[config.mk]
export PLATFORM = sky130hd
export DESIGN_NAME = ppu_bg_fifo
export DESIGN_NICKNAME = d
export VERILOG_FILES = /design/src/hw/ppu_pkg.sv /design/src/hw/ppu_bg_fifo.sv
export VERILOG_INCLUDE_DIRS = /design/src /design/src/hw
export SDC_FILE = /design/constraint.sdc
export NUM_CORES = 1
export LEC_CHECK = 0
export BUFFER_PORTS_ARGS = -buffer_cell sky130_fd_sc_hd__buf_2
export CAP_MARGIN = 5
export CORE_MARGIN = 3
export CORE_UTILIZATION = 40
export DETAILED_ROUTE_END_ITERATION = 8
export PLACE_DENSITY = 0.63
export SLEW_MARGIN = 15
export SYNTH_ARGS = -nofsm -noshare
export SYNTH_HDL_FRONTEND = slang
export SYNTH_SLANG_ARGS = --single-unit
[constraint.sdc]
create_clock -name clk -period 5.31 [get_ports clk]
set_input_delay 0.2655 -clock clk [delete_from_list [all_inputs] [get_ports clk]]
set_output_delay 0.2655 -clock clk [all_outputs]
set_load 0.05 [all_outputs]
[src/hw/ppu_settings.svh]
`ifndef PPU_SETTINGS_SVH
`define PPU_SETTINGS_SVH

// vram window on the cpu bus, 8 KiB of bytes
`define PPU_VRAM_BASE   16'h8000
`define PPU_VRAM_WORDS  8192

// lcd register addresses
`define PPU_REG_LCDC    16'hFF40
`define PPU_REG_STAT    16'hFF41
`define PPU_REG_SCY     16'hFF42
`define PPU_REG_SCX     16'hFF43
`define PPU_REG_LY      16'hFF44
`define PPU_REG_BGP     16'hFF47

// background fifo size in pixels
`define PPU_FIFO_DEPTH  16

// visible pixels per scanline
`define PPU_LINE_PIXELS 160

`endif

[src/hw/ppu_pkg.sv]
`default_nettype none

`include "ppu_settings.svh"

package ppu_pkg;

  // offset width inside vram
  localparam int VRAM_AW = $clog2(`PPU_VRAM_WORDS);

  // register set seen by the render pipeline
  typedef struct packed {
    logic [7:0] lcdc;
    logic [7:0] scy;
    logic [7:0] scx;
    logic [7:0] ly;
    logic [7:0] bgp;
  } ppu_regs_t;

  // one background pixel as it moves through the fifo
  typedef struct packed {
    logic [1:0] color;
    logic       valid;
  } ppu_pixel_t;

  // tile map byte, read unsigned for 8000h data or signed for 9000h data
  typedef union packed {
    logic        [7:0] idx_u;
    logic signed [7:0] idx_s;
  } tile_id_u;

  // fetcher read request into vram
  typedef struct packed {
    logic               rd;
    logic [VRAM_AW-1:0] addr;
  } vram_req_t;

endpackage

`default_nettype wire

[src/hw/ppu_bg_fifo.sv]
`timescale 1ns/1ps
`default_nettype none

`include "ppu_settings.svh"

module ppu_bg_fifo (
  input  logic                clk,
  input  logic                reset,
  input  logic                line_start,
  input  logic                push,
  input  ppu_pkg::ppu_pixel_t push_px,
  input  logic                pop,
  output ppu_pkg::ppu_pixel_t head_px,
  output logic                empty
);
  import ppu_pkg::*;

  localparam int DEPTH = `PPU_FIFO_DEPTH;
  localparam int PW    = $clog2(DEPTH);

  ppu_pixel_t    mem [DEPTH];
  logic [PW-1:0] wr_ptr;
  logic [PW-1:0] rd_ptr;
  logic [PW:0]   count;
  logic          full;
  logic          wr_en;
  logic          rd_en;

  assign empty   = count == '0;
  assign full    = count == (PW+1)'(DEPTH);
  assign wr_en   = push && !full;
  assign rd_en   = pop && !empty;

  // head is read straight out of the array
  assign head_px = mem[rd_ptr];

  always_ff @(posedge clk or posedge reset) begin
    if (reset) begin
      wr_ptr <= '0;
      rd_ptr <= '0;
      count  <= '0;
    end else if (line_start) begin
      // leftovers of the last line are dropped
      wr_ptr <= '0;
      rd_ptr <= '0;
      count  <= '0;
    end else begin
      if (wr_en) wr_ptr <= wr_ptr + 1'b1;
      if (rd_en) rd_ptr <= rd_ptr + 1'b1;
      // simultaneous push and pop leaves count alone
      count <= count + (PW+1)'(wr_en) - (PW+1)'(rd_en);
    end
  end

  always_ff @(posedge clk) begin
    if (wr_en) mem[wr_ptr] <= push_px;
  end

endmodule

`default_nettype wire

# After elaboration in Yosys (flattened, before gate mapping)
# Memory sizes are Yosys's and may differ from the RTL's.
# Index checks and enable logic that the tools add are counted.
# Widths: inputs -> output; s select.
[op_classes] n_addsub=4 muxes=7 n_eq_ne=1 n_reduce_logical=7
[ops] op="$mux 4" count=4
[ops] op="$add 4x1->4 const B" count=2
[ops] op="$add 5x1->5" count=1
[ops] op="$eq 5x5->1 const B" count=1
[ops] op="$logic_not 5->1" count=1
[ops] op="$mux 5" count=1
[ops] op="$sub 5x1->5" count=1
[ops] op="$reduce_bool 2->1" count=2
[ops] op="$logic_and 1x1->1" count=2
[ops] op="$logic_not 1->1" count=2
[ops] op="$mux 1" count=2
[word_totals] output_inout_bits=4 ff_bits=13 mem_bits_rw=48 inputBits=8 n_memories=1
[mem_list] name="mem" words=16 width=3 rd=1 rd_clocked_by_memory_dff=0 wr=1 line="ppu_bg_fifo.sv:21" source="ppu_pixel_t mem [DEPTH];"

# Logic depth before layout (Yosys ltp)
[logic_depth] word_depth=6 ltp_mapped=14 ltp_nobuf=14

# Worst setup path after synthesis
# Ideal clock, no wire load.
[synth_timing] path_kind="register -> register" start="register count[3]" end="register count[4]" stages_incl_launch_ff=15 period_less_slack_ns=2.637 setup_slack_ns=2.673 setup_ns=0.088 required_time_ns=5.222 t_arrival_ns=2.549 n_path_buf=0 cell_sequence="dfrtp_1 inv_1 ha_1 or4b_4 nand2_1 inv_1 ha_1 inv_1 ha_1 inv_1 fa_1 nor2b_1 o21bai_1 nand3_1 nor3b_1"
[synth_via] elab_chain_cells=6
[synth_rtl] item="from (decl)" line="ppu_bg_fifo.sv:24" source="logic [PW:0] count;"
[synth_rtl] item="from (signal assigned)" line="ppu_bg_fifo.sv:51" source="count <= count + (PW+1)'(wr_en) - (PW+1)'(rd_en);"
[synth_rtl] item="$eq 5x5->1" line="ppu_bg_fifo.sv:30" source="assign full = count == (PW+1)'(DEPTH);"
[synth_rtl] item="$logic_not 1->1" line="ppu_bg_fifo.sv:31" source="assign wr_en = push && !full;"
[synth_rtl] item="$logic_and 1x1->1" line="ppu_bg_fifo.sv:31"
[synth_rtl] item="$add 5x1->5" line="ppu_bg_fifo.sv:51"
[synth_rtl] item="$sub 5x1->5 *" line="ppu_bg_fifo.sv:51"
[synth_rtl] item="$mux 5 *" line="ppu_bg_fifo.sv:42" source="end else if (line_start) begin"
# Every way passes the cells marked *; elsewhere a longest branch is shown, timed or not.
# A chain may end at the register's enable or synchronous reset.

==> results.py <==
metrics = {
    "clock_tree": {
        "clk_pin_slew_ns": 0.07,
        "clockBufferDepth": 2,
        "post_cts_buffers": 0,
        "cts_made_buffers": 9,
        "clock_sinks": 61,
        "cts_root_buf": "clkbuf_8",
        "clk_latency_ns": 0.34,
        "ctsHtreeMaxLevel": 3,
        "cts_tree": "yes",
    },
    "timing": {
        "final.setup_skew_ns": 0.00440,
        "tightest_slew_ns": 1.00,
        "rsz0062_at_grt": "no",
        "fin_crit_ns": 2.87,
        "max_slew_margin": 0.331,
        "setup_tns_ns": 0,
        "max_freq_ghz": 0.349,
        "period_share": 0.540,
        "setup_viol": 0,
        "slew_violations": 0,
        "fin_ws_ns": 2.44,
        "final-hold-violation-count": 0,
    },
    "critical_path": {
        "critPathLaunchType": "flop",
        "endpoint_kind": "output port",
        "crit_fanout": 18,
        "crit_type": "flop to output port",
        "rr_endpoint": "count[4]",
        "r2r_start": "count[2]",
        "arrival_ns": 2.60,
        "rr_worst_depth": 14,
        "rrSetupSlack_ns": 2.48,
        "required_ns": 5.04,
    },
    "routing": {
        "vias_per_cell": 5.07,
        "drt-initial-drc-count": 122,
        "wl_per_cell_microns": 15.9,
        "final_antenna_net_count": 0,
        "drc_errors": 0,
        "drt_first_pass_iters": 4,
        "vias": 1542,
        "totalWireLength_mm": 4.84,
    },
    "die": {
        "io_pins": 12,
        "coreArea_sq_mm": 0.00657,
        "design.die.area_sq_mm": 0.00808,
        "initial_core_util": 0.428,
        "die_w_microns": 89.9,
        "rows": 29,
        "die_y_microns": 89.9,
    },
    "final_layout": {
        "insertedDiodeCount": 0,
        "areaGrowthSynthToFinish_pct": 10.9,
        "final_area_sq_mm": 0.00312,
        "n_fill_cell": 559,
        "layout_common_cells": "48 x edfxtp_1, 16 x inv_1, 13 x dfrtp_1",
        "final_layout_size_suffix_gt1_frac": 0.166,
        "final_common_cell": "edfxtp_1",
        "layout.nets": 226,
    },
    "placement": {
        "portBuffers": 11,
        "place_area_sq_mm": 0.00291,
        "dp_hpwl_mm": 3.29,
        "dpl_worst_slack_ns": 2.50,
        "gp_congestion": 0.810,
    },
    "global_routing": {
        "grt_pass1_wl_mm": 8.20,
        "track_usage": 0.134,
        "gr-total-overflow": 0,
        "antenna_found_initial": 0,
        "grt_max_degree": 19,
        "grt_pass1_vias": 1522,
    },
    "synth": {
        "syn_nets": 214,
        "ys_seq_elements": 61,
        "synth_cells": 194,
        "yosys_warnings": 0,
        "synth_cell_types": 38,
        "ys_seq_area_frac": 0.628,
        "avgSynthCellArea_sq_um": 14.5,
        "syn-cell-area_sq_mm": 0.00281,
    },
    "hold_path": {
        "hold_depth": 3,
        "worstHoldStart": "pop",
        "holdCritPathClass": "primary input to flop",
        "min_to": "rd_ptr[1]",
    },
    "pwr": {
        "irDropWorstVdd_mv": 0.158,
        "leakagePower_nw": 1.12,
        "power_density_mw_per_mm2": 463,
    },
    "flow_run": {
        "cap_violations": 0,
    },
    "outcome": {
        "status": "finished, final reports clean",
    },
}
-- worst max-delay path by stage --
stage | from | end | slack [ns] | cells after the start
6_report | rd_ptr[0] | head_px[0] | 2.44 | 5
5_1_grt | count[3] | count[4] | 2.18 | 14
4_1_cts | rd_ptr[0] | head_px[2] | 2.40 | 5
3_5_place_dp | count[2] | count[4] | 2.50 | 14
3_3_place_gp | count[3] | count[4] | 2.57 | 14
2_1_floorplan | count[3] | count[4] | 2.67 | 14
-- registers in the layout, indices dropped and copies added (netlist names) --
| signal | flops |
|---|---|
| count | 5 |
| mem | 48 |
| rd_ptr | 4 |
| wr_ptr | 4 |
-- Yosys cell counts, drive strengths merged --
cell	count	share of area
mux2	1	0.0040
a211oi	3	0.0080
o311ai	1	0.0031
xnor2	2	0.0062
o21bai	1	0.0027
nor3	1	0.0018
nor2	11	0.015
inv	16	0.021
nor2b	6	0.013
o211ai	2	0.0053
a21o	1	0.0027
and2	8	0.018
buf	6	0.019
ha	11	0.049
dfrtp	13	0.12
nor4	4	0.0089
nand4bb	1	0.0040
nand3b	3	0.0080
and3	1	0.0022
or3	1	0.0022
a21oi	8	0.014
xor2	5	0.016
nand3	9	0.016
nand2b	1	0.0022
fa	1	0.0071
edfxtp	48	0.51
o21ai	1	0.0018
clkbuf	5	0.0067
or4b	1	0.0049
mux2i	5	0.018
nand2	4	0.0053
nand4	1	0.0022
mux4	9	0.076
nor3b	3	0.0080
-- cells by family after synthesis --
family / synth area share
flip-flops: 0.628
AND/OR/NAND/NOR: 0.112
buffers and inverters: 0.0471
AO/OA/AOI/OAI: 0.0378
multiplexers: 0.0978
adder cells (fa/ha/maj): 0.0560
XOR/XNOR: 0.0218
-- through the flow --
step                      hold slack [ns]  std cells  power (W)  utilization
final                               0.223        304    0.00144        0.475
after global routing                0.230        304    0.00154        0.475
after CTS                           0.209        304    0.00146        0.475
after detailed placement            0.320        287    0.00105        0.444
after global placement              0.321        287    0.00105        0.444
after floorplan                     0.142        194   0.000976            -
-- where the power goes --
part           leakage, nW  internal, W  switching (W)  total [W]
clock               0.0918     0.000218       0.000189   0.000407
sequential           0.607     0.000555      0.0000655   0.000620
combinational        0.426     0.000189       0.000228   0.000417
total                 1.12     0.000962       0.000483    0.00144
-- critical path, cell delays in order, from the launching register on --
cell	delay [ns]
dfrtp_1	1.00
mux4_2	0.59
nor2b_1	0.14
a211oi_1	0.24
a21oi_1	0.07
buf_2	0.22
-- metal layers --
layer  track usage  up-vias  routed length (microns)
li1              -      739                        -
met1         0.180      759                     2230
met2         0.200       37                     2290
met3        0.0392        7                      223
met4        0.0612        0                       93
met5             0        -                        0
-- cell type report --
cell class | count | area (sq um) | share of cell area
Sequential cell | 61 | 1770 | 0.566
Clock inverter | 7 | 75.1 | 0.0240
Timing Repair Buffer | 12 | 65.1 | 0.0208
Clock buffer | 9 | 124 | 0.0397
Inverter | 16 | 60.1 | 0.0192
Tap cell | 93 | 116 | 0.0373
Multi-Input combinational cell | 106 | 915 | 0.293
-- timing repair --
action,4_1_cts,5_1_grt
hold buffers,1,0
hold endpoints to repair,13,0
resized for setup,0,0
(Power assumes the default switching activity.)
