`src/hw/ppu_settings.svh`:
```
`ifndef PPU_SETTINGS_SVH
`define PPU_SETTINGS_SVH

// vram window on the cpu bus, 8 KiB of bytes
`define PPU_VRAM_BASE   16'h8000
`define PPU_VRAM_WORDS  8192

// lcd register addresses
`define PPU_REG_LCDC    16'hFF40
`define PPU_REG_STAT    16'hFF41
`define PPU_REG_SCY     16'hFF42
`define PPU_REG_SCX     16'hFF43
`define PPU_REG_LY      16'hFF44
`define PPU_REG_BGP     16'hFF47

// background fifo size in pixels
`define PPU_FIFO_DEPTH  16

// visible pixels per scanline
`define PPU_LINE_PIXELS 160

`endif

```
`src/hw/ppu_pkg.sv`:
```
`default_nettype none

`include "ppu_settings.svh"

package ppu_pkg;

  // offset width inside vram
  localparam int VRAM_AW = $clog2(`PPU_VRAM_WORDS);

  // register set seen by the render pipeline
  typedef struct packed {
    logic [7:0] lcdc;
    logic [7:0] scy;
    logic [7:0] scx;
    logic [7:0] ly;
    logic [7:0] bgp;
  } ppu_regs_t;

  // one background pixel as it moves through the fifo
  typedef struct packed {
    logic [1:0] color;
    logic       valid;
  } ppu_pixel_t;

  // tile map byte, read unsigned for 8000h data or signed for 9000h data
  typedef union packed {
    logic        [7:0] idx_u;
    logic signed [7:0] idx_s;
  } tile_id_u;

  // fetcher read request into vram
  typedef struct packed {
    logic               rd;
    logic [VRAM_AW-1:0] addr;
  } vram_req_t;

endpackage

`default_nettype wire

```
`src/hw/ppu_pixel_out.sv`:
```
`timescale 1ns/1ps
`default_nettype none

`include "ppu_settings.svh"

module ppu_pixel_out (
  input  logic                clk,
  input  logic                reset,
  input  ppu_pkg::ppu_regs_t  regs,
  input  logic                line_start,
  input  ppu_pkg::ppu_pixel_t head_px,
  input  logic                fifo_empty,
  output logic                pop,
  output logic                pix_valid,
  output logic [7:0]          pix_x,
  output logic [1:0]          pix_shade,
  output logic                line_done
);

  localparam logic [7:0] LAST_X = 8'(`PPU_LINE_PIXELS - 1);

  logic       running;
  logic [2:0] drop_cnt;
  logic [7:0] x_cnt;
  logic       show;

  // drain one pixel every cycle something is there
  assign pop  = running && !fifo_empty;

  // popped pixel survives the fine-scroll discard
  assign show = pop && drop_cnt == 3'd0 && head_px.valid;

  always_ff @(posedge clk or posedge reset) begin
    if (reset) begin
      running   <= 1'b0;
      drop_cnt  <= 3'd0;
      x_cnt     <= 8'd0;
      pix_valid <= 1'b0;
      line_done <= 1'b0;
    end else begin
      pix_valid <= show;
      // one cycle after the last visible pixel
      line_done <= pix_valid && pix_x == LAST_X;
      if (line_start) begin
        running  <= 1'b1;
        drop_cnt <= regs.scx[2:0];
        x_cnt    <= 8'd0;
      end else if (pop) begin
        if (drop_cnt != 3'd0) begin
          drop_cnt <= drop_cnt - 3'd1;
        end else if (show) begin
          x_cnt <= x_cnt + 8'd1;
          // stop right after popping pixel 159
          if (x_cnt == LAST_X) running <= 1'b0;
        end
      end
    end
  end

  // bgp holds four 2-bit shades, color c picks bits 2c+1:2c
  always_ff @(posedge clk) begin
    if (show) begin
      pix_x     <= x_cnt;
      pix_shade <= regs.bgp[{head_px.color, 1'b0} +: 2];
    end
  end

endmodule

`default_nettype wire

```
`config.mk`:
```
export PLATFORM = sky130hd
export DESIGN_NAME = ppu_pixel_out
export DESIGN_NICKNAME = d
export VERILOG_FILES = /design/src/hw/ppu_pkg.sv /design/src/hw/ppu_pixel_out.sv
export VERILOG_INCLUDE_DIRS = /design/src /design/src/hw
export SDC_FILE = /design/constraint.sdc
export NUM_CORES = 1
export LEC_CHECK = 0
export BUFFER_PORTS_ARGS = -buffer_cell sky130_fd_sc_hd__buf_2
export CAP_MARGIN = 5
export CORE_MARGIN = 5
export CORE_UTILIZATION = 46
export CTS_CLUSTER_SIZE = 12
export DETAILED_ROUTE_END_ITERATION = 16
export PLACE_DENSITY = 0.82
export SLEW_MARGIN = 25
export SYNTH_ARGS = -nofsm -noshare
export SYNTH_HDL_FRONTEND = slang
export SYNTH_SLANG_ARGS = --single-unit
```
`constraint.sdc`:
```
create_clock -name clk -period 2.9 [get_ports clk]
set_input_delay 0.435 -clock clk [delete_from_list [all_inputs] [get_ports clk]]
set_output_delay 0.435 -clock clk [all_outputs]
set_load 0.1 [all_outputs]
```
# Yosys cells after proc, flatten, opt, wreduce, memory -nomap -nowiden
# Cells that the tools add are included.
[classes]
eq_ne = 3
n_mux = 12
reduce_logical = 14
n_addsub = 2
shift = 1
[op_table]
columns = ["cell", "n"]
rows = [
  ["2-to-1 mux 8 bit", 4],
  ["== test 8 bit, second input constant", 2],
  ["2-to-1 mux 3 bit", 3],
  ["adder 8 x 1 -> 8 bit, second input constant", 1],
  ["nonzero test 2 bit", 4],
  ["indexed part select 8 x 4 -> 2 bit", 1],
  ["2-to-1 mux 1 bit", 5],
  ["logical AND 1 bit", 4],
  ["AND reduction 4 bit", 1],
  ["zero test 3 bit", 1],
  ["AND reduction 3 bit", 1],
  ["nonzero test 3 bit", 1],
  ["subtractor 3 x 1 -> 3 bit, second input constant", 1],
  ["!= test 2 bit, second input constant", 1],
  ["AND reduction 2 bit", 1],
  ["zero test 1 bit", 1],
]
[totals]
ff_bits = 24
output_inout_bits = 13
in_bits = 47

# Longest topological paths before layout
# Gate-level depths: netlist (run 1).
[depth]
depth_word = 8
depth_mapped = 6
ltp_nobuf = 6

# Least setup slack after synthesis (run 1)
# No wires, ideal clock.
[synth_path]
kind = "input port to flip-flop"
startpoint = "in fifo_empty"
endpoint = "reg drop_cnt[1]"
required_time_ns = 2.775
setup_time_ns = 0.125
path_buffers = 0
path_slack_ns = 1.342
arrival_ns = 1.433
path_stages = 4
cell_sequence = "and2b_4 nor2b_4 mux2i_1 mux2_2"
[synth_via]
elab_chain_cells = 4
[synth_rtl]
columns = ["item", "line_no", "rtl"]
rows = [
  ["start, declared", "ppu_pixel_out.sv:12", "input logic fifo_empty,"],
  ["zero test 1 bit", "ppu_pixel_out.sv:28", "assign pop = running && !fifo_empty;"],
  ["logical AND 1 bit", "ppu_pixel_out.sv:28", ""],
  ["nonzero test 2 bit (no source line)", "-", ""],
  ["AND reduction 2 bit (no source line)", "-", ""],
  ["end signal, assigned", "ppu_pixel_out.sv:46", "drop_cnt <= regs.scx[2:0];"],
  ["end signal, assigned", "ppu_pixel_out.sv:50", "drop_cnt <= drop_cnt - 3'd1;"],
  ["end, declared", "ppu_pixel_out.sv:23", "logic [2:0] drop_cnt;"],
]
# No other way between the ends.
# A chain may end at the register's enable or synchronous reset.

# Worst setup path after layout (run 1)
[layout_path]
startpoint = "reg running"
endpoint = "out pop"
[layout_via]
elab_chain_cells = 1
[layout_rtl]
columns = ["item", "line_no", "rtl"]
rows = [
  ["start, declared", "ppu_pixel_out.sv:22", "logic running;"],
  ["start signal, assigned", "ppu_pixel_out.sv:35", "running <= 1'b0;"],
  ["start signal, assigned", "ppu_pixel_out.sv:45", "running <= 1'b1;"],
  ["start signal, assigned", "ppu_pixel_out.sv:54", "if (x_cnt == LAST_X) running <= 1'b0;"],
  ["logical AND 1 bit", "ppu_pixel_out.sv:28", ""],
  ["end, declared", "ppu_pixel_out.sv:13", "output logic pop,"],
]
# No other way between the ends.

==> summary.md, run 1 <==
The run finished with clean final reports. The overflow left after global routing is 0. In this run the cell area of the synthesized design comes to 1090 sq um.

The logs give 0.580 mV for the worst vdd rail ir drop and 15 for the pin count of the biggest net entering global routing. The cell area after placement is 1270 sq um, and the transition at the pin with the smallest max-transition slack is 0.566 ns. The net total in the final layout came out at 167. The run gives 2.47 ns as the critical path data required time. For the post-route cell area, the log shows 1320 sq um. The worst-path maximum fanout works out to 4. In the synthesized netlist the async set-or-reset flop fraction comes to 58.3%.

The synthesized netlist contains 27 unique library cells. Detailed routing placed a total of 1.08 mm of wire on met2. In this run, synthesis produced a sequential element count of 24. The tools report the detailed-router iteration count before antenna repair as 2. Highest routed metal layer: met4. The tools report the capturing element type of the critical path as a primary output.

The Yosys step of the flow raised 0 warnings. After clock tree synthesis, the flow added hold-fix buffers numbering 0. The tools report the count of clock tree sinks as 24. TritonCTS built the clock tree. The run gives 785 as the number of global-route vias before repair. The total detailed-routing wirelength came out at 2.01 mm.

Setup repair after global routing left no endpoint under its margin. For the number of setup violations in the final report, the log shows 0. The power density over cell area works out to 545 nW/um^2. The post-synthesis average cell area is 13.1 sq um. The synthesized netlist cell count came out at 83.

In the global route stage, overall resource usage came out at 12.6%. The cell with the most instances after synthesis was dfrtp_1. For this run, the leading register cell type out of synthesis is dfrtp_1. The number of failing hold endpoints at the final stage is 0.

In this run the tool buffered the top-level ports with 30 buffer cells. The first global-routing pass estimated 3.29 mm of wire. The tool flagged a number of max-cap violations equal to 0.

The placeable core region is 2230 sq um. After the flow finishes, the layout carries non-filler instances totaling 144. The later pin in the worst-skew pair is clocked with a latency of 0.32 ns.

The commonest cells after synthesis are 14 x dfrtp_1, 10 x edfxtp_1, 8 x nor2_1, 6 x nand3_1. The tools report the startpoint type of the worst setup path as a flip-flop. Including well taps, the total number of placed cells is 140.

The setup TNS after final layout is 0 ns, and the number of resized instances in the post-cts repair step is 0. After synthesis, the cell types taking the most area are dfrtp_1 32%, edfxtp_1 28%, mux4_2 4.1%, xor2_1 4.0%, ha_1 3.4%. The root buffer cell chosen for the clock tree is clkbuf_4.

The post-DP HPWL is 1.53 mm, and the remaining antenna violation count after routing is 0. Detailed routing inserted a total of 761 vias. The run gives 7 as the detailed router's first-iteration violation count. In this run the vertical extent of the chip is 58.7 um. For the number of slew-limit violations in the final report, the log shows 0.

Once the floorplan was initialized, standard cells occupied 48.8% of the core. For the H-tree level count, the log shows 1. After layout, the worst path uses 60.8% of the clock period. The analysis attributes to cell leakage a power of 0.000605 uW. The share of cells above drive strength 1 is 36.2%.

The routed design uses 132 um of met3 wire. The logs give 62.2% for the max-slew headroom at the worst pin and 0 for the remaining design rule violation count. Synthesis produced a netlist with a net count of 133. Based on the critical path, the design can be clocked at up to 0.568 GHz.

The via count normalized by instance count is 5.28, and the detailed-route wire length on metal 1 is 794 um. Sequential cells were found to cover 59.7% of the synthesized design area. The standard-cell row count was 17; the area growth from synthesis to layout was 21.5%.

After clock tree synthesis, the clock-pin slew on the worst setup and hold paths is 0.13 ns. For the final database, setup skew stands at 0.00520 ns. The global placer's final weighted congestion is 0.811.

The cell type with the largest total area after synthesis was dfrtp_1. From left edge to right edge, the die measures 58.7 um. The tightest min-delay check is of the in2async type.

60 I/O pins were placed. The die covers 3440 sq um. The number of antenna violations at the first check in global routing was 0.

The number of clock buffers added by TritonCTS is 3. STA puts the critical path data arrival time at 1.33 ns. The count of flip-flops with a built-in enable after synthesis is 10. The worst path needs 1.76 ns of the cycle, external delays included. Dividing the detail-routed wire length by the instance count gives 14.0 um. Total power for the finished layout comes to 722 uW. The worst setup path is of the reg2out kind.

The tools report the setup fix buffers added after clock tree synthesis as 0. The clock passes through at most 2 buffers. The repair_antennas step left the layout with diodes totalling 0. The area share of the largest cell type after synthesis was 32.1%.
==> critical path, stage by stage (launching register included) <==
cell     delay (ns)
dfrtp_1        0.41
and2b_4        0.17
buf_2          0.42
==> layout make-up <==
cell class / count / area [sq um]
clock inverter: 1 / 30.0
timing repair buffer: 30 / 150
inverter: 4 / 15.0
fill: 215 / 910
sequential: 24 / 651
tap: 28 / 35.0
clock buffer: 3 / 22.5
multi-input combinational: 54 / 420
==> cell families after synthesis <==
family | count (synthesis) | share of synthesized area, %
and+or+nand+nor | 34 | 19.7
DFF | 24 | 59.7
xor gates and xnor gates | 9 | 7.23
buffers and inverters | 5 | 1.72
AOI/OAI and AO/OA | 4 | 2.07
muxes | 4 | 6.08
adders and majority gates | 3 | 3.44
==> report_power, final <==
group          leakage [uW]  internal (uW)  total (uW)  switching, uW
Combinational      0.000289           41.8         109           67.7
Sequential         0.000288            366         373           7.17
Clock             0.0000279            140         239           99.3
Total              0.000605            548         722            174
==> cells in the final DEF, fill, tap and decap left out, drive strengths merged, types with 4 or more instances in the layout <==
master	instances
xor2	5
edfxtp	10
inv	4
nand2	5
xnor2	4
dfrtp	14
nand3	6
buf	30
nor2	8
==> state kept, by name (all words and copies together) (netlist names) <==
name       count
line_done      1
pix_x          8
running        1
pix_shade      2
pix_valid      1
x_cnt          8
drop_cnt       3
==> per-layer routing <==
metal | vias to the layer above | track usage (%)
met4 | 0 | 2.91
met5 | - | 0
met3 | 2 | 3.95
met2 | 21 | 24.2
met1 | 378 | 13.2
li1 | 360 | -
==> metrics by stage <==
| step | worst slack (ns) | util, % | hold WS (ns) |
|---|---|---|---|
| 6_report | 1.14 | 59.3 | 0.143 |
| 3_5_place_dp | 1.19 | 56.9 | 0.441 |
| 4_1_cts | 1.12 | 59.3 | 0.157 |
| 2_1_floorplan | 1.34 | - | 0.324 |
| 3_3_place_gp | 1.24 | 56.9 | 0.418 |
| 5_1_grt | 1.02 | 59.3 | 0.168 |
==> path summary, 6_finish.rpt <==
check	start	endpoint	slack, ns	depth (start not counted)
worst max-delay path	running	pop	1.14	2
worst min-delay path	reset	drop_cnt[0]	0.14	2
worst max register to register	drop_cnt[0]	pix_x[7]	1.17	5
worst min register to register	pix_x[5]	line_done	0.45	1
max in group asynchronous	reset	pix_valid	2.38	2
min in group clk	regs[18]	drop_cnt[2]	0.32	3
Power figures use the tool's default switching activity.
==> run 2, diff against run 1 <==
--- a/config.mk
+++ b/config.mk
@@ -9,10 +9,10 @@
 export BUFFER_PORTS_ARGS = -buffer_cell sky130_fd_sc_hd__buf_2
 export CAP_MARGIN = 5
 export CORE_MARGIN = 5
-export CORE_UTILIZATION = 46
+export CORE_UTILIZATION = 39
 export CTS_CLUSTER_SIZE = 12
 export DETAILED_ROUTE_END_ITERATION = 16
-export PLACE_DENSITY = 0.82
+export PLACE_DENSITY = 0.74
 export SLEW_MARGIN = 25
 export SYNTH_ARGS = -nofsm -noshare
 export SYNTH_HDL_FRONTEND = slang
==> constraint.sdc (replaced) <==
create_clock -name clk -period 1.5 [get_ports clk]
set_input_delay 0.225 -clock clk [delete_from_list [all_inputs] [get_ports clk]]
set_output_delay 0.225 -clock clk [all_outputs]
set_load 0.1 [all_outputs]
==> run 2 against run 1 <==
Non-clock buffer count up 4. Routed wire length down 3.0%. Largest cell class unchanged. Cell area up 5.6%. Worst hold slack worse by 0.022 ns. Via count down 3.7%.
==> summary.md, run 2 (synthesized netlist as in run 1, its figures left out) <==
The run finished with clean final reports. The tools report the number of setup violations in the final report as 0. For the final database, setup skew stands at 0.00874 ns. The die covers 3950 sq um. The wire length of the first global-routing pass was 3.41 mm; the via count normalized by instance count was 4.85. After layout, the worst setup slack is 0.0732 ns. For the worst setup path, the data required time is 1.52 ns. In this run the power density over the cells is 1020 nW/um^2. The clock-pin transition on the worst setup and hold timing paths is 0.13 ns, and the max-capacitance violation count is 0.

The post-DP HPWL is 1.55 mm. The analysis attributes to cell leakage a power of 0.000625 uW. The die height was 62.9 um. The tightest hold path in the finished design has a slack of 0.121 ns.

In the final layout, the registers with the most flip-flops are pix_x: 8 flops, x_cnt: 8 flops, drop_cnt: 3 flops. For this block, the routed nets add up to 1.95 mm of wire. For the top achievable clock speed, the log shows 0.701 GHz. The cell chosen for the clock root was clkbuf_4.

TritonCTS built the clock tree. The minimum setup slack after placement was -0.0228 ns; the global placer's final weighted congestion was 0.747. Number of failing hold endpoints at the final stage: 0. For this run, the total global-route usage over all layers was measured as 10.5%. The critical path goes through inv_2 -> ha_4 -> and4bb_4 -> nand2_1 -> inv_4. The run gives 251 as the layout filler cell count. The run gives 3 as the number of CTS-inserted buffers. Number of port buffers: 30. For this design, the slowest cell found on the critical path is dfrtp_1. The tools report the buffer levels on the longest clock path as 2.

The H-tree level count was 1; the standard-cell row count was 19. In the layout the commonest cells are 29 x buf_2, 14 x dfrtp_1, 10 x edfxtp_1. Entering global routing, the biggest net connects 15 pins. The worst path needs 1.43 ns of the cycle, external delays included.

Along the worst path, the maximum fanout reaches 11. The number of antenna cells inserted was 0. The critical path arrival is 1.45 ns, and the net total in the final layout is 171.

In the final routed layout, each cell accounts on average for 12.9 um. The run gives 64.0% as the max-slew headroom at the worst pin. Counting cells, the worst reg-to-reg path comes to 5. The tools report the overflow left after global routing as 0.

From synthesis to final layout, the design area changed by 28.2%. The placeable core region came out at 2710 sq um. The number of top-level design ports came out at 60.

For the worst-skew pair, the clock arrives at the later sink with an insertion delay of 0.31 ns. The delay of the slowest cell on the worst path is 0.42 ns, and the remaining design rule violation count is 0. The tools report the worst vdd rail ir drop as 0.748 mV. Registers take 651 sq um.

In this run the horizontal extent of the chip is 62.9 um. Once detail routing completed, the nets flagged for antenna violations numbered 0. The share of cells above drive strength 1 was 42.5%.

The worst setup path is of the reg2reg kind. For this configuration, the core starts out at a cell density of 40.2%. The number of antenna violations at the first check in global routing is 0. Startpoint type of the worst setup path: a flip-flop. After layout, the worst path uses 95.1% of the clock period. For this design, the sink count on the clock tree is 24.

Transition at the pin with the smallest max-transition slack: 0.540 ns. The tightest min-delay check is of the in2reg type. The number of global-route vias before repair came out at 790. The first detailed-routing pass took 4 iterations.

The commonest non-fill, non-tap cell in the layout was buf_2. The worst hold path passes through 3 cells. The multi-input combinational cells in the finished layout cover a total of 440 sq um.

The tools report the detailed router's first-iteration violation count as 10. The number of slew-limit violations in the final report is 0, and the count of vias placed by the detailed router is 733. Capturing element type of the critical path: a flip-flop.
==> run 2: worst paths after layout <==
check                       startpoint     endpoint  slack [ns]
setup / recovery           drop_cnt[0]     pix_x[5]        0.07
hold / removal                regs[18]  drop_cnt[2]        0.12
setup reg to reg           drop_cnt[0]     pix_x[5]        0.07
hold reg to reg               pix_x[5]    line_done        0.43
max in group asynchronous        reset     x_cnt[7]        0.66
min in group asynchronous        reset  drop_cnt[1]        0.48
==> run 2: per-layer routing <==
layer | global-route usage [%] | wire length [um] | vias up
li1 | - | - | 371
met1 | 11.9 | 767 | 343
met2 | 18.1 | 1050 | 17
met3 | 4.50 | 120 | 2
met4 | 2.39 | 8 | 0
met5 | 0 | 0 | -
==> run 2: power by group <==
group	leakage (uW)	switching, uW	internal [uW]	total [uW]
registers	0.000288	15.5	707	723
logic	0.000309	141	108	249
clock network	0.0000279	184	270	453
total	0.000625	340	1090	1430
==> run 2: metrics by stage <==
step / TNS, ns / instance area (sq um) / instances / util, % / total power [uW]
after CTS: 0 / 1380 / 150 / 50.7 / 1420
after floorplan: 0 / 1090 / 83 / - / 891
after global placement: 0 / 1310 / 145 / 48.2 / 947
after detailed placement: -0.208 / 1310 / 145 / 48.2 / 959
final: 0 / 1400 / 151 / 51.6 / 1430
after global routing: -0.00839 / 1400 / 151 / 51.6 / 1500
==> run 2: worst max-delay path, delay by kind of cell, from the launching register on <==
kind / cells / cell delay [ns]
adders and majority gates: 1 / 0.15
buffers and inverters: 2 / 0.23
DFF: 1 / 0.42
and+or+nand+nor: 2 / 0.35
==> run 2: repair_timing <==
action	4_1_cts	5_1_grt
hold buffers	1	0
resized for setup	3	4
cloned	0	0
setup buffers	0	1
setup endpoints to repair	12	18
endpoints found under the hold margin	14	0
pin swaps	0	0
==> run 2: cell type report <==
cell class              count  area share (%)
flip-flops and latches     24            46.6
multi-input cells          54            31.5
repair buffers             34            14.1
well taps                  31            2.78
clock inverters             1            2.15
clock buffers               3            1.61
inverters                   4            1.25
