$ cat src/hw/ppu_settings.svh
`ifndef PPU_SETTINGS_SVH
`define PPU_SETTINGS_SVH

// vram window on the cpu bus, 8 KiB of bytes
`define PPU_VRAM_BASE   16'h8000
`define PPU_VRAM_WORDS  8192

// lcd register addresses
`define PPU_REG_LCDC    16'hFF40
`define PPU_REG_STAT    16'hFF41
`define PPU_REG_SCY     16'hFF42
`define PPU_REG_SCX     16'hFF43
`define PPU_REG_LY      16'hFF44
`define PPU_REG_BGP     16'hFF47

// background fifo size in pixels
`define PPU_FIFO_DEPTH  16

// visible pixels per scanline
`define PPU_LINE_PIXELS 160

`endif

$ cat src/hw/ppu_pkg.sv
`default_nettype none

`include "ppu_settings.svh"

package ppu_pkg;

  // offset width inside vram
  localparam int VRAM_AW = $clog2(`PPU_VRAM_WORDS);

  // register set seen by the render pipeline
  typedef struct packed {
    logic [7:0] lcdc;
    logic [7:0] scy;
    logic [7:0] scx;
    logic [7:0] ly;
    logic [7:0] bgp;
  } ppu_regs_t;

  // one background pixel as it moves through the fifo
  typedef struct packed {
    logic [1:0] color;
    logic       valid;
  } ppu_pixel_t;

  // tile map byte, read unsigned for 8000h data or signed for 9000h data
  typedef union packed {
    logic        [7:0] idx_u;
    logic signed [7:0] idx_s;
  } tile_id_u;

  // fetcher read request into vram
  typedef struct packed {
    logic               rd;
    logic [VRAM_AW-1:0] addr;
  } vram_req_t;

endpackage

`default_nettype wire

$ cat src/hw/ppu_regs.sv
`timescale 1ns/1ps
`default_nettype none

`include "ppu_settings.svh"

module ppu_regs (
  input  logic                        clk,
  input  logic                        reset,
  input  logic                        psel,
  input  logic                        penable,
  input  logic                        pwrite,
  input  logic [15:0]                 paddr,
  input  logic [7:0]                  pwdata,
  input  logic                        line_done,
  output logic [7:0]                  prdata,
  output logic                        pready,
  output logic                        pslverr,
  output ppu_pkg::ppu_regs_t          regs,
  output logic                        line_start,
  output logic                        busy,
  output logic                        cpu_we,
  output logic [ppu_pkg::VRAM_AW-1:0] cpu_addr,
  output logic [7:0]                  cpu_wdata,
  input  logic [7:0]                  cpu_rdata
);
  import ppu_pkg::*;

  // lines 0..143 are the visible ones
  localparam int VISIBLE_LINES = 144;

  logic        access;
  logic        vram_hit;
  logic [15:0] vram_off;
  logic        reg_wr;
  logic        line_go;

  // apb access phase, always zero wait states
  assign access = psel && penable;
  assign pready = access;

  // addresses below the base wrap to a large offset and miss too
  assign vram_off = paddr - `PPU_VRAM_BASE;
  assign vram_hit = vram_off < `PPU_VRAM_WORDS;

  // cpu path into vram, only honored while idle
  assign cpu_addr  = vram_off[VRAM_AW-1:0];
  assign cpu_wdata = pwdata;
  assign cpu_we    = access && pwrite && vram_hit && !busy;

  // vram touched mid-line, or stat written
  assign pslverr = access && ((vram_hit && busy) || (pwrite && paddr == `PPU_REG_STAT));

  // render registers are frozen while a line runs
  assign reg_wr  = access && pwrite && !busy;
  assign line_go = reg_wr && paddr == `PPU_REG_LY && pwdata < 8'(VISIBLE_LINES);

  always_ff @(posedge clk or posedge reset) begin
    if (reset) begin
      regs       <= '0;
      busy       <= 1'b0;
      line_start <= 1'b0;
    end else begin
      line_start <= line_go;
      if (line_go) begin
        busy    <= 1'b1;
        regs.ly <= pwdata;
      end else if (line_done) begin
        busy <= 1'b0;
      end
      if (reg_wr) begin
        case (paddr)
          `PPU_REG_LCDC: regs.lcdc <= pwdata;
          `PPU_REG_SCY:  regs.scy  <= pwdata;
          `PPU_REG_SCX:  regs.scx  <= pwdata;
          `PPU_REG_BGP:  regs.bgp  <= pwdata;
          default: ;
        endcase
      end
    end
  end

  // read mux, unmapped space and busy vram read as zero
  always_comb begin
    prdata = 8'h00;
    if (vram_hit) begin
      if (!busy) prdata = cpu_rdata;
    end else begin
      case (paddr)
        `PPU_REG_LCDC: prdata = regs.lcdc;
        `PPU_REG_STAT: prdata = {7'b0, busy};
        `PPU_REG_SCY:  prdata = regs.scy;
        `PPU_REG_SCX:  prdata = regs.scx;
        `PPU_REG_LY:   prdata = regs.ly;
        `PPU_REG_BGP:  prdata = regs.bgp;
        default:       prdata = 8'h00;
      endcase
    end
  end

endmodule

`default_nettype wire

$ cat config.mk
export PLATFORM = sky130hd
export DESIGN_NAME = ppu_regs
export DESIGN_NICKNAME = d
export VERILOG_FILES = /design/src/hw/ppu_pkg.sv /design/src/hw/ppu_regs.sv
export VERILOG_INCLUDE_DIRS = /design/src /design/src/hw
export SDC_FILE = /design/constraint.sdc
export NUM_CORES = 1
export LEC_CHECK = 0
export BUFFER_PORTS_ARGS = -buffer_cell sky130_fd_sc_hd__buf_2
export CORE_MARGIN = 2
export CORE_UTILIZATION = 46
export CTS_CLUSTER_DIAMETER = 80
export CTS_CLUSTER_SIZE = 16
export DETAILED_ROUTE_END_ITERATION = 16
export PLACE_DENSITY_LB_ADDON = 0.05
export SETUP_SLACK_MARGIN = 0.1
export SLEW_MARGIN = 20
export SYNTH_ARGS = -nofsm -noshare
export SYNTH_HDL_FRONTEND = slang
export SYNTH_SLANG_ARGS = --single-unit
$ cat constraint.sdc
create_clock -name clk -period 1.7 [get_ports clk]
set_input_delay 0 -clock clk [delete_from_list [all_inputs] [get_ports clk]]
set_output_delay 0 -clock clk [all_outputs]
set_load 0.02 [all_outputs]
After elaboration in Yosys (flattened, before gate mapping)
Index checks and enable logic that the tools add are counted.
{ "op_classes": {"n_addsub": 1, "magnitude_cmp": 2, "eq_ne": 6, "n_mux": 5, "n_reduce_logical": 17} }
{ "op_table": {"columns": ["operator", "count"], "rows": [
  ["$eq 16x16->1 const B", 6],
  ["$pmux 8 s6", 1],
  ["$lt 16x14->1 const B", 1],
  ["$mux 8", 2],
  ["$sub 16x16->16 const B", 1],
  ["$logic_and 1x1->1", 10],
  ["$lt 8x8->1 const B", 1],
  ["$reduce_and 2->1", 4],
  ["$mux 1", 2],
  ["$reduce_bool 2->1", 1],
  ["$logic_not 1->1", 1],
  ["$logic_or 1x1->1", 1]
]} }
{ "totals": {"register_bits": 42, "inputBits": 38, "word_cells": 38} }

Logic depth before layout (Yosys ltp)
Gate-level depths: netlist of the first run.
{ "logic_depth": {"word_depth": 6, "mapped_depth": 7, "mapped_depth_nobuf": 5} }

Worst setup path after synthesis of the first run
No wires, ideal clock.
{ "synth_path": {"kind": "in2reg", "from": "in paddr[5]", "to": "reg regs[32] (netlist name)", "setup_ns": 0.125, "arrival_time_ns": 1.604, "required_time_ns": 1.575, "setup_slack_ns": -0.029, "cell_stages": 7, "n_path_buf": 2, "cell_sequence": "or4b_4 -> buf_6 -> or2_0 -> buf_6 -> nor3_2 -> nand2_2 -> mux2_2"} }
{ "synth_between": {"elab_chain_len": 2} }
{ "synth_rtl": {"columns": ["item", "line", "text"], "rows": [
  ["start, declared", "ppu_regs.sv:12", "input logic [15:0] paddr,"],
  ["$eq 16x16->1", "ppu_regs.sv:71", "case (paddr)"],
  ["$reduce_and 2->1 (no source line)", null, null],
  ["end, declared", "ppu_regs.sv:18", "output ppu_pkg::ppu_regs_t regs,"]
]} }
Every way passes these cells.
A chain may end at the register's enable or synchronous reset.

Final worst setup path of the first run
{ "layout_path": {"from": "in paddr[7]", "to": "out prdata[2]"} }
{ "layout_between": {"elab_chain_len": 3, "elab_cells_between_ends": 10, "classes_between": "add/sub (1); order compare (1); eq/ne (6); mux (2)"} }
{ "layout_rtl": {"columns": ["item", "line", "text"], "rows": [
  ["$sub 16x16->16 (no source line) or $eq 16x16->1 (tied branches)", null, null],
  ["$lt 16x14->1 (no source line) or $pmux 8 s6 (tied branches)", null, null],
  ["$mux 8 (*)", "ppu_regs.sv:85", "if (vram_hit) begin"],
  ["end, declared", "ppu_regs.sv:15", "output logic [7:0] prdata,"]
]} }
Every way passes the cells marked *; elsewhere a longest branch is shown, timed or not.

==> summary.txt, run 1 <==
Run status
  • Run status: finished clean

Route
  • Via density: 5.224
  • Drt first pass iters: 4
  • DRC: 0
  • WL final: 6747 um
  • DRT antenna net count: 0
  • WL/cell: 16.58 um
  • Initial DRC Count: 104
  • DR vias: about 2100

Power and ir drop
  • Switching power: 0.4834 mW
  • P per Cell Area: around 560 mW/mm2
  • Switching share of power: 25.06%
  • Design Power: 1.929 mW
  • Logic pwr share: 14.0%
  • Clock share of power: 34.2%
  • Worst vdd rail ir drop: 0.5465 mV
  • Leak pwr: about 2.0 nW
  • Sequential share of power: 51.7%
  • Int Pwr: 1.446 mW

Yosys
  • Post-Synth XOR/XNOR Area: 0%
  • Synth Area in Simple Gates: 19.66%
  • Syn Inst Count: 203
  • Count of cell types in the netlist: 44
  • Largest cells by area after synthesis: dfrtp_1 46%, mux2_2 16%, buf_4 6.9%
  • Multiplexer share of the synthesized area: between 15 and 20%
  • Register area share after synthesis: between 40% and 50%
  • Synth warn: 0
  • Post-synthesis compound-gate area fraction: 9.200%
  • Post-synth top area cell: dfrtp_1
  • Adder-cell share of the synthesized area: 0%
  • Mapped Area: around 0.0023 mm2
  • Syn_nets: 241
  • Largest family of logic cells by synthesized area: simple AND/OR/NAND/NOR gates
  • Synth top area share: 46.00%
  • Mapped Avg Cell Area: 11.25 um2
  • Flops & latches, synth: 42

Hold path
  • Worst hold endpoint: regs[23]
  • Hold Crit Class: input port to flip-flop
  • Hold path start: pwdata[7]
  • Hold Path Stages: 2

Worst setup path
  • Reg2reg end: regs[19]
  • Critical path class: input port to primary output
  • Worst reg2reg setup slack: roughly 0.22 ns
  • CP max FO: 7
  • CP endpoint kind: primary output
  • Startpoint types: input port
  • FF-to-FF path depth: 5
  • R2R Path Start: busy
  • Critical Path RT: 1.70 ns
  • Critical Path AT: 1.61 ns

STA
  • Final Max Tran Viols: 0
  • Post-Route Setup TNS: 0 ns
  • Final Hold Vio Count: 0
  • Clk_skew: 0.003412 ns
  • Period utilization: between 90% and 100%
  • Worst Max-Slew Pin Slew: 0.5445 ns
  • RSZ-0062 raised after global routing: true
  • Setup-failing EPs final: 0
  • Max Freq: a little over 600 MHz
  • Max_slew headroom: 63.70%
  • Tmin final: 1.613 ns

GRT
  • Vias in the first global route: 1977
  • Global route overflow: 0
  • Largest net degree at the start of global routing: 43
  • First-pass GRT wire length: 10040 um
  • Total Routing Usage GR: 24.63%
  • Initial antenna violation count: 0

Clocking
  • Clock slew at reported path FFs: 0.08 ns
  • CTS tree: built
  • Htree depth: 2
  • Worst-skew pair later-pin latency: 0.29 ns
  • Root buffer cell: clkbuf_8
  • Worst-case clock buffer depth: 2
  • Sink Count: 42
  • CTS buffer count: 5

Cells and area
  • Layout cells sized above 1: roughly 64%
  • Layout area overhead: 51.10%
  • Storage element area: 0.001051 mm2
  • Commonest cells after routing, fill and taps aside: 99 x buf_2, 42 x dfrtp_1, 32 x mux2_2
  • Fill count: 368
  • Commonest non-fill, non-tap cell in the layout: buf_2
  • Fin nets: between 300 and 400
  • # diodes: 0
  • Multi-input logic area: between 0.001 and 0.0015 mm2

Floorplanning
  • Core ar.: 0.004755 mm2
  • Starting density of the core: 48.05%
  • Die area: between 0.005 and 0.006 mm2
  • Die Wd: 74.48 um
  • IO Count: 112
  • # rows: 25
  • Die Y: 74.48 um

Job
  • Maxcap violations: 0

Placed design
  • Final GP Congestion: 0.8435
  • HPWL Detailed: 4591 um
  • I/O Buffers: 111
flip-flops by register name (all words and copies together) (netlist names):
signal	count
line_start	1
busy	1
regs	40
area by class of cell:
class / count / area share, %
Clock buffer: 7 / 2.501
Clock inverter: 1 / 0.1450
Inverter: 3 / 0.3262
Multi-Input combinational cell: 132 / 33.71
Sequential cell: 42 / 30.45
Tap cell: 67 / 2.428
Timing Repair Buffer: 155 / 30.45
Yosys cell counts, drive strengths merged:
| library cell | n |
|---|---|
| a32oi | 2 |
| nor4b | 1 |
| nor2 | 5 |
| a22o | 6 |
| inv | 3 |
| and3b | 1 |
| or2 | 2 |
| buf | 25 |
| a222oi | 5 |
| nor3 | 5 |
| nand2 | 35 |
| nand4b | 1 |
| nand2b | 1 |
| or4b | 3 |
| nand4 | 2 |
| o21ai | 1 |
| o31ai | 1 |
| a21oi | 6 |
| mux2 | 32 |
| a31oi | 1 |
| a221oi | 1 |
| mux2i | 1 |
| nor4 | 5 |
| or3 | 3 |
| and2 | 1 |
| or4bb | 1 |
| nor3b | 2 |
| a22oi | 3 |
| nand3 | 3 |
| dfrtp | 42 |
| and3 | 1 |
| clkbuf | 1 |
| a221o | 1 |
layer usage:
| metal | up-vias | global-route usage (%) | share of wire (%) |
|---|---|---|---|
| li1 | 1005 | - | - |
| met1 | 1021 | 34.29 | 43 |
| met2 | 91 | 38.84 | 50 |
| met3 | 9 | 5.285 | 6.8 |
| met4 | 0 | 7.540 | 1.1 |
| met5 | - | 0 | 0 |
what timing repair did:
| item | CTS | global route |
|---|---|---|
| endpoints found under the setup margin | 9 | 45 |
| pin swaps | 19 | 10 |
| hold buffers | 9 | 0 |
| endpoints found under the hold margin | 50 | 0 |
| gates resized for setup | 37 | 21 |
| setup buffers | 8 | 6 |
kinds of logic after synthesis:
| kind of cell | after synthesis |
|---|---|
| and+or+nand+nor | 72 |
| DFF | 42 |
| buffers and inverters | 29 |
| muxes | 33 |
| AOI/OAI and AO/OA | 27 |
stage by stage:
stage	hold WS (ns)	instance area, um2	setup slack [ns]	util, %	instances
CTS	0.04795	3316	0.08885	69.74	401
finish	0.06040	3452	0.08655	72.61	407
floorplan	0.09645	2287	0.01856	-	203
global route	0.04562	3452	0.01427	72.61	407
global placement	0.1573	2910	-0.1218	61.21	376
detailed placement	0.1602	2910	-0.1484	61.21	376
worst max-delay path: stages:
cell      delay [ns]
buf_6           0.09
or4b_4          0.57
or3_4           0.41
nor2_4          0.11
buf_12          0.13
a222oi_1        0.09
nand2_1         0.10
buf_6           0.12
worst max path at each step:
stage	startpoint	end	cells past startpoint
floorplan	paddr[5]	regs[16]	7
global placement	paddr[5]	regs[34]	6
detailed placement	paddr[5]	regs[32]	6
CTS	paddr[0]	prdata[7]	9
global route	paddr[7]	prdata[6]	9
finish	paddr[7]	prdata[2]	8
power groups by stage:
stage | Clock (mW) | Sequential [mW] | Combinational (mW)
after detailed placement | 0 | 1.02 | 0.213
after global routing | 0.721 | 0.998 | 0.291
after floorplan | 0 | 1.02 | 0.131
after CTS | 0.672 | 0.998 | 0.260
final | 0.660 | 0.998 | 0.271
after global placement | 0 | 1.02 | 0.212
No activity file was read; power rests on OpenSTA's default activity.
==> inputs of run 2 (changes only) <==
--- a/config.mk
+++ b/config.mk
@@ -6,14 +6,15 @@
 export SDC_FILE = /design/constraint.sdc
 export NUM_CORES = 1
 export LEC_CHECK = 0
+export ABC_AREA = 1
 export BUFFER_PORTS_ARGS = -buffer_cell sky130_fd_sc_hd__buf_2
 export CORE_MARGIN = 2
-export CORE_UTILIZATION = 46
+export CORE_UTILIZATION = 48
 export CTS_CLUSTER_DIAMETER = 80
 export CTS_CLUSTER_SIZE = 16
 export DETAILED_ROUTE_END_ITERATION = 16
 export PLACE_DENSITY_LB_ADDON = 0.05
-export SETUP_SLACK_MARGIN = 0.1
+export SETUP_SLACK_MARGIN = 0.05
 export SLEW_MARGIN = 20
 export SYNTH_ARGS = -nofsm -noshare
 export SYNTH_HDL_FRONTEND = slang
==> summary.txt, run 2 <==
Run status
  • Run status: finished clean

STA
  • RSZ-0062 raised after global routing: false
  • Period utilization: 88.18%
  • Clk_skew: 0.004924 ns
  • Setup-failing EPs final: 0
  • Post-Route Setup TNS: 0 ns
  • Tmin final: roughly 1.5 ns
  • Post-layout worst setup margin: 0.2009 ns
  • Max_slew headroom: 63.75%
  • Final Hold Vio Count: 0
  • Worst Max-Slew Pin Slew: between 0.5 and 0.6 ns
  • Final Max Tran Viols: 0
  • Hold Slack: between 0.06 and 0.07 ns
  • Max Freq: 667.1 MHz

Route
  • Via density: about 5
  • WL/cell: 13.60 um
  • WL final: between 6000 and 7000 um
  • DRT antenna net count: 0
  • DRC: 0
  • Initial DRC Count: 140
  • Drt first pass iters: 5
  • DR vias: about 2300

Yosys
  • Synth top area share: 41.24%
  • Number of synthesized flops with an enable pin: 0
  • Flops & latches, synth: 42
  • Synth Area in Simple Gates: 33.68%
  • Count leader, synth: nand2_1
  • Adder-cell share of the synthesized area: 0%
  • Mapped Area: 0.002549 mm2
  • Mapped Avg Cell Area: between 8 and 9 um2
  • Post-synth top flop: dfrtp_1
  • Largest family of logic cells by synthesized area: simple AND/OR/NAND/NOR gates
  • Post-Synth XOR/XNOR Area: 0%
  • Register area share after synthesis: between 40% and 50%
  • Syn_nets: roughly 350
  • Largest cells by area after synthesis: dfrtp_1 41%, nand2_1 11%, nand3_1 10%
  • Post-synthesis compound-gate area fraction: a little over a tenth
  • Multiplexer share of the synthesized area: 0%
  • Count of cell types in the netlist: 21
  • Post-synth top area cell: dfrtp_1
  • Ranking of synthesized cells by instance count: 78 x nand2_1, 51 x nand3_1, 42 x dfrtp_1
  • Async S/R FF share, synth: 100.0%
  • Synth warn: 0
  • Syn Inst Count: 310

Cells and area
  • Number of flip-flops under the largest register name: 40
  • Largest registers: regs x40, busy x1, line_start x1
  • Layout Cell Area excl Fill: 0.003102 mm2
  • Fill count: 509
  • Fin nets: 444
  • # diodes: 0
  • Layout cells sized above 1: 40.25%
  • Final core area utilization: 60.73%
  • Largest Register: regs
  • Commonest cells after routing, fill and taps aside: 111 x buf_2, 78 x nand2_1, 51 x nand3_1
  • Commonest non-fill, non-tap cell in the layout: buf_2
  • Layout area overhead: 21.70%

Worst setup path
  • CP endpoint kind: primary output
  • Critical path class: flip-flop to primary output
  • Startpoint types: flip-flop
  • Critical Path RT: 1.70 ns
  • Critical Path AT: about 1.5 ns
  • CP max FO: 8

Job
  • Maxcap violations: 0

GRT
  • First-pass GRT wire length: 10610 um
  • Initial antenna violation count: 0
  • Global route overflow: 0
  • Vias in the first global route: around 2100
  • Largest net degree at the start of global routing: 43
  • Total Routing Usage GR: 22.69%

Clocking
  • Worst-case clock buffer depth: 2
  • Htree depth: 2
  • Sink Count: 42
  • Clock slew at reported path FFs: about 0.070 ns
  • # Post-CTS Setup Buffers: 0
  • Root buffer cell: clkbuf_8
  • CTS buffer count: 5
  • Worst-skew pair later-pin latency: 0.29 ns
  • CTS tree: built

Power and ir drop
  • P per Cell Area: 598.1 mW/mm2
  • Logic pwr share: roughly an eighth
  • Worst vdd rail ir drop: 0.4967 mV
  • Sequential share of power: between 50% and 60%
  • Clock share of power: 34.0%
  • Int Pwr: roughly 1.4 mW
  • Switching share of power: around a quarter
  • Leak pwr: roughly 1.8 nW
  • Switching power: 0.4688 mW

Floorplanning
  • IO Count: 112
  • Die area: slightly below 0.006 mm2
  • Core ar.: about 0.0051 mm2
  • Die Wd: 76.87 um
  • Starting density of the core: 49.90%
  • Die Y: 76.87 um
  • # rows: 26

Placed design
  • HPWL Detailed: around 4600 um
  • I/O Buffers: ~110
  • Post-place setup slack: 0.2860 ns
  • DP Area: 0.002985 mm2
  • Final GP Congestion: 0.7996

Hold path
  • Hold Crit Class: input port to flip-flop
[run 2: changes by cell type after synthesis, sizes merged, moves of 5 or more]
cell    change
a222oi      -5
nand2      +48
inv        +27
nand3      +53
a21oi       -6
o21ai      +40
nor4        -5
a22o        -6
buf         +5
mux2       -32
nor2       +19
[run 2: per-layer routing]
layer	share of wire, %	global-route usage, %	vias to the layer above
met1	44	31.99	1072
met2	47	35.44	89
met3	7.8	4.706	7
met4	1.1	6.364	0
met5	0	0	-
li1	-	-	1178
[run 2: cells by family after synthesis]
| family | after synthesis |
|---|---|
| buffers and inverters | 60 |
| flip-flops | 42 |
| AND/OR/NAND/NOR | 166 |
| AO/OA/AOI/OAI | 42 |
[run 2: cell type report]
| type | count | area [um2] | area share (%) |
|---|---|---|---|
| Sequential cell | 42 | 1051 | 33.88 |
| Timing Repair Buffer | 119 | 623.1 | 20.09 |
| Multi-Input combinational cell | 208 | 1139 | 36.71 |
| Clock buffer | 6 | 82.58 | 2.662 |
| Inverter | 30 | 118.9 | 3.832 |
| Tap cell | 70 | 87.58 | 2.824 |
[run 2: worst paths after layout]
| kind | from | to | slack (ns) | cells after the start |
|---|---|---|---|---|
| worst max-delay path | busy | prdata[6] | 0.20 | 6 |
| worst min-delay path | pwdata[2] | regs[10] | 0.07 | 3 |
| worst max register to register | busy | regs[8] | 0.28 | 6 |
| worst min register to register | regs[13] | regs[13] | 0.51 | 2 |
| max in group asynchronous | reset | regs[34] | 0.92 | 4 |
| min in group asynchronous | reset | regs[7] | 0.40 | 4 |
[run 2: power groups by stage]
stage	registers [mW]	logic (mW)	clock network (mW)
floorplan	1.02	0.155	0
CTS	0.998	0.229	0.639
global placement	1.02	0.221	0
detailed placement	1.02	0.223	0
finish	0.998	0.227	0.630
global route	0.998	0.250	0.683
[run 2: critical path, cell delays in order, from the launching register on]
cell and delay (ns):
dfrtp_1 0.38, inv_1 0.08, nand2_1 0.13, clkinvlp_4 0.24
nand2_1 0.13, nand3_1 0.09, buf_2 0.16
[run 2: metrics by stage]
| stage | cells | power, mW |
|---|---|---|
| floorplan | 310 | 1.174 |
| global placement | 466 | 1.239 |
| detailed placement | 466 | 1.241 |
| CTS | 475 | 1.866 |
| global route | 475 | 1.932 |
| finish | 475 | 1.855 |
[run 2: repair_timing]
action | 4_1_cts | 5_1_grt
hold endpoints to repair | 44 | 0
resized for setup | 0 | 1
hold buffers | 3 | 0
setup endpoints to repair | 0 | 6
==> inputs of run 3 (changes only) <==
--- a/config.mk
+++ b/config.mk
@@ -14,6 +14,7 @@
 export CTS_CLUSTER_SIZE = 16
 export DETAILED_ROUTE_END_ITERATION = 16
 export PLACE_DENSITY_LB_ADDON = 0.05
+export RECOVER_POWER = 100
 export SETUP_SLACK_MARGIN = 0.05
 export SLEW_MARGIN = 20
 export SYNTH_ARGS = -nofsm -noshare
==> summary.txt, run 3 (synthesized netlist as in run 2, its figures left out) <==
Power and ir drop
  • Clock share of power: approximately a third
  • Int Pwr: 1.377 mW
  • Leak pwr: 1.491 nW
  • Switching power: 0.4660 mW
  • Logic pwr share: about 12%
  • Worst vdd rail ir drop: 0.4970 mV
  • Switching share of power: 25.28%
  • Sequential share of power: 54.2%
  • P per Cell Area: 629.3 mW/mm2

Worst setup path
  • Critical Path RT: 1.70 ns
  • Reg2reg end: regs[1]
  • CP max FO: 8
  • Critical path class: flip-flop to primary output
  • Startpoint types: flip-flop
  • R2R Path Start: busy
  • CP endpoint kind: primary output
  • FF-to-FF path depth: 5
  • Worst reg2reg setup slack: 0.24 ns
  • Critical Path AT: 1.50 ns

Route
  • Drt first pass iters: 4
  • WL/cell: 13.72 um
  • DRT antenna net count: 0
  • DRC: 0
  • Initial DRC Count: 103
  • Via density: 4.958
  • DR vias: 2355
  • WL final: 6517 um

Floorplanning
  • Core ar.: 0.005107 mm2
  • IO Count: between 100 and 150
  • # rows: 26
  • Die area: 0.005909 mm2
  • Die Wd: approximately 77 um
  • Starting density of the core: 49.90%
  • Die Y: 76.87 um

Cells and area
  • Fin nets: 444
  • Layout area overhead: 14.92%
  • Multi-input logic area: about 0.0011 mm2
  • Commonest non-fill, non-tap cell in the layout: nand2_1
  • Storage element area: 0.001051 mm2
  • Layout cells sized above 1: 20.25%
  • Fill count: ~570
  • Commonest cells after routing, fill and taps aside: 79 x nand2_1, 66 x clkbuf_1, 51 x nand3_1
  • Number of flip-flops under the largest register name: 40
  • Largest registers: regs x40, busy x1, line_start x1
  • # diodes: 0
  • Largest Register: regs

GRT
  • Largest net degree at the start of global routing: 43
  • Total Routing Usage GR: 22.69%
  • Vias in the first global route: 2142
  • First-pass GRT wire length: 10610 um
  • Global route overflow: 0
  • Initial antenna violation count: 0

STA
  • Final Hold Vio Count: 0
  • Post-Route Setup TNS: 0 ns
  • Tmin final: 1.504 ns
  • Worst Max-Slew Pin Slew: 1.065 ns
  • Clk_skew: 0.003360 ns
  • Period utilization: approximately nine tenths
  • Max_slew headroom: about 29%
  • Max Freq: roughly 660 MHz
  • Setup-failing EPs final: 0
  • Post-layout worst setup margin: 0.1962 ns
  • Final Max Tran Viols: 0
  • RSZ-0062 raised after global routing: false

Hold path
  • Worst hold endpoint: regs[17]
  • Hold Path Stages: 3
  • Hold Crit Class: input port to flip-flop
  • Hold path start: pwdata[1]

Clocking
  • Clock slew at reported path FFs: approximately 0.070 ns
  • Sink Count: 42
  • Worst-case clock buffer depth: 2
  • CTS tree: built
  • Htree depth: 2
  • # Post-CTS Setup Buffers: 0
  • CTS buffer count: 5
  • Worst-skew pair later-pin latency: roughly 0.29 ns
  • Root buffer cell: clkbuf_8

Placed design
  • HPWL Detailed: 4630 um
  • Final GP Congestion: 0.7996
  • Post-place setup slack: 0.2860 ns
  • I/O Buffers: 111

Run status
  • Run status: finished clean

Job
  • Maxcap violations: 0
run 3: cell types whose count changed in the layout (fill, tap and decap cells not counted), sizes merged:
cell    change
buf        -74
clkbuf     +74
run 3: power by group through the flow:
stage	combinational (mW)	clock (mW)	sequential, mW
floorplan	0.155	0	1.02
global placement	0.221	0	1.02
detailed placement	0.223	0	1.02
CTS	0.229	0.639	0.998
global route	0.235	0.683	0.998
finish	0.212	0.633	0.998
run 3: critical path: stages (launching register included):
cell	delay, ns
dfrtp_1	0.39
inv_1	0.08
nand2_1	0.13
clkinvlp_4	0.24
nand2_1	0.12
nand3_1	0.09
clkbuf_2	0.16
run 3: metrics by stage:
stage,total power [mW],util [%],hold slack (ns),instance area (um2),instances
CTS,1.866,60.66,0.07103,3098,475
global route,1.916,57.35,0.06733,2929,475
detailed placement,1.241,58.45,0.1697,2985,466
floorplan,1.174,-,0.08757,2549,310
finish,1.843,57.35,0.04137,2929,475
global placement,1.239,58.45,0.1583,2985,466
run 3: repair_timing:
| item | in CTS | in global routing |
|---|---|---|
| hold buffers | 3 | 0 |
| endpoints found under the hold margin | 44 | 0 |
| endpoints found under the setup margin | 0 | 6 |
| gates resized for setup | 0 | 1 |
run 3: worst max-delay path by stage:
stage	from	endpoint	cells past startpoint
6_report	busy	prdata[6]	6
3_3_place_gp	busy	regs[12]	6
5_1_grt	busy	prdata[0]	6
4_1_cts	busy	prdata[6]	6
2_1_floorplan	busy	regs[8]	7
3_5_place_dp	busy	regs[9]	6
run 3: final cells by class:
cell class,instances,area share [%]
Clock buffer,6,2.819
Inverter,30,3.973
Multi-Input combinational cell,208,35.97
Sequential cell,42,35.88
Tap cell,70,2.990
Timing Repair Buffer,119,18.37
run 3: metal layers:
metal | GRT usage, % | vias to the layer above | routed length (um)
met5 | 0 | - | 0
met4 | 6.364 | 0 | 75
met3 | 4.706 | 7 | 395
met2 | 35.44 | 87 | 2987
met1 | 31.99 | 1091 | 3058
li1 | - | 1170 | -
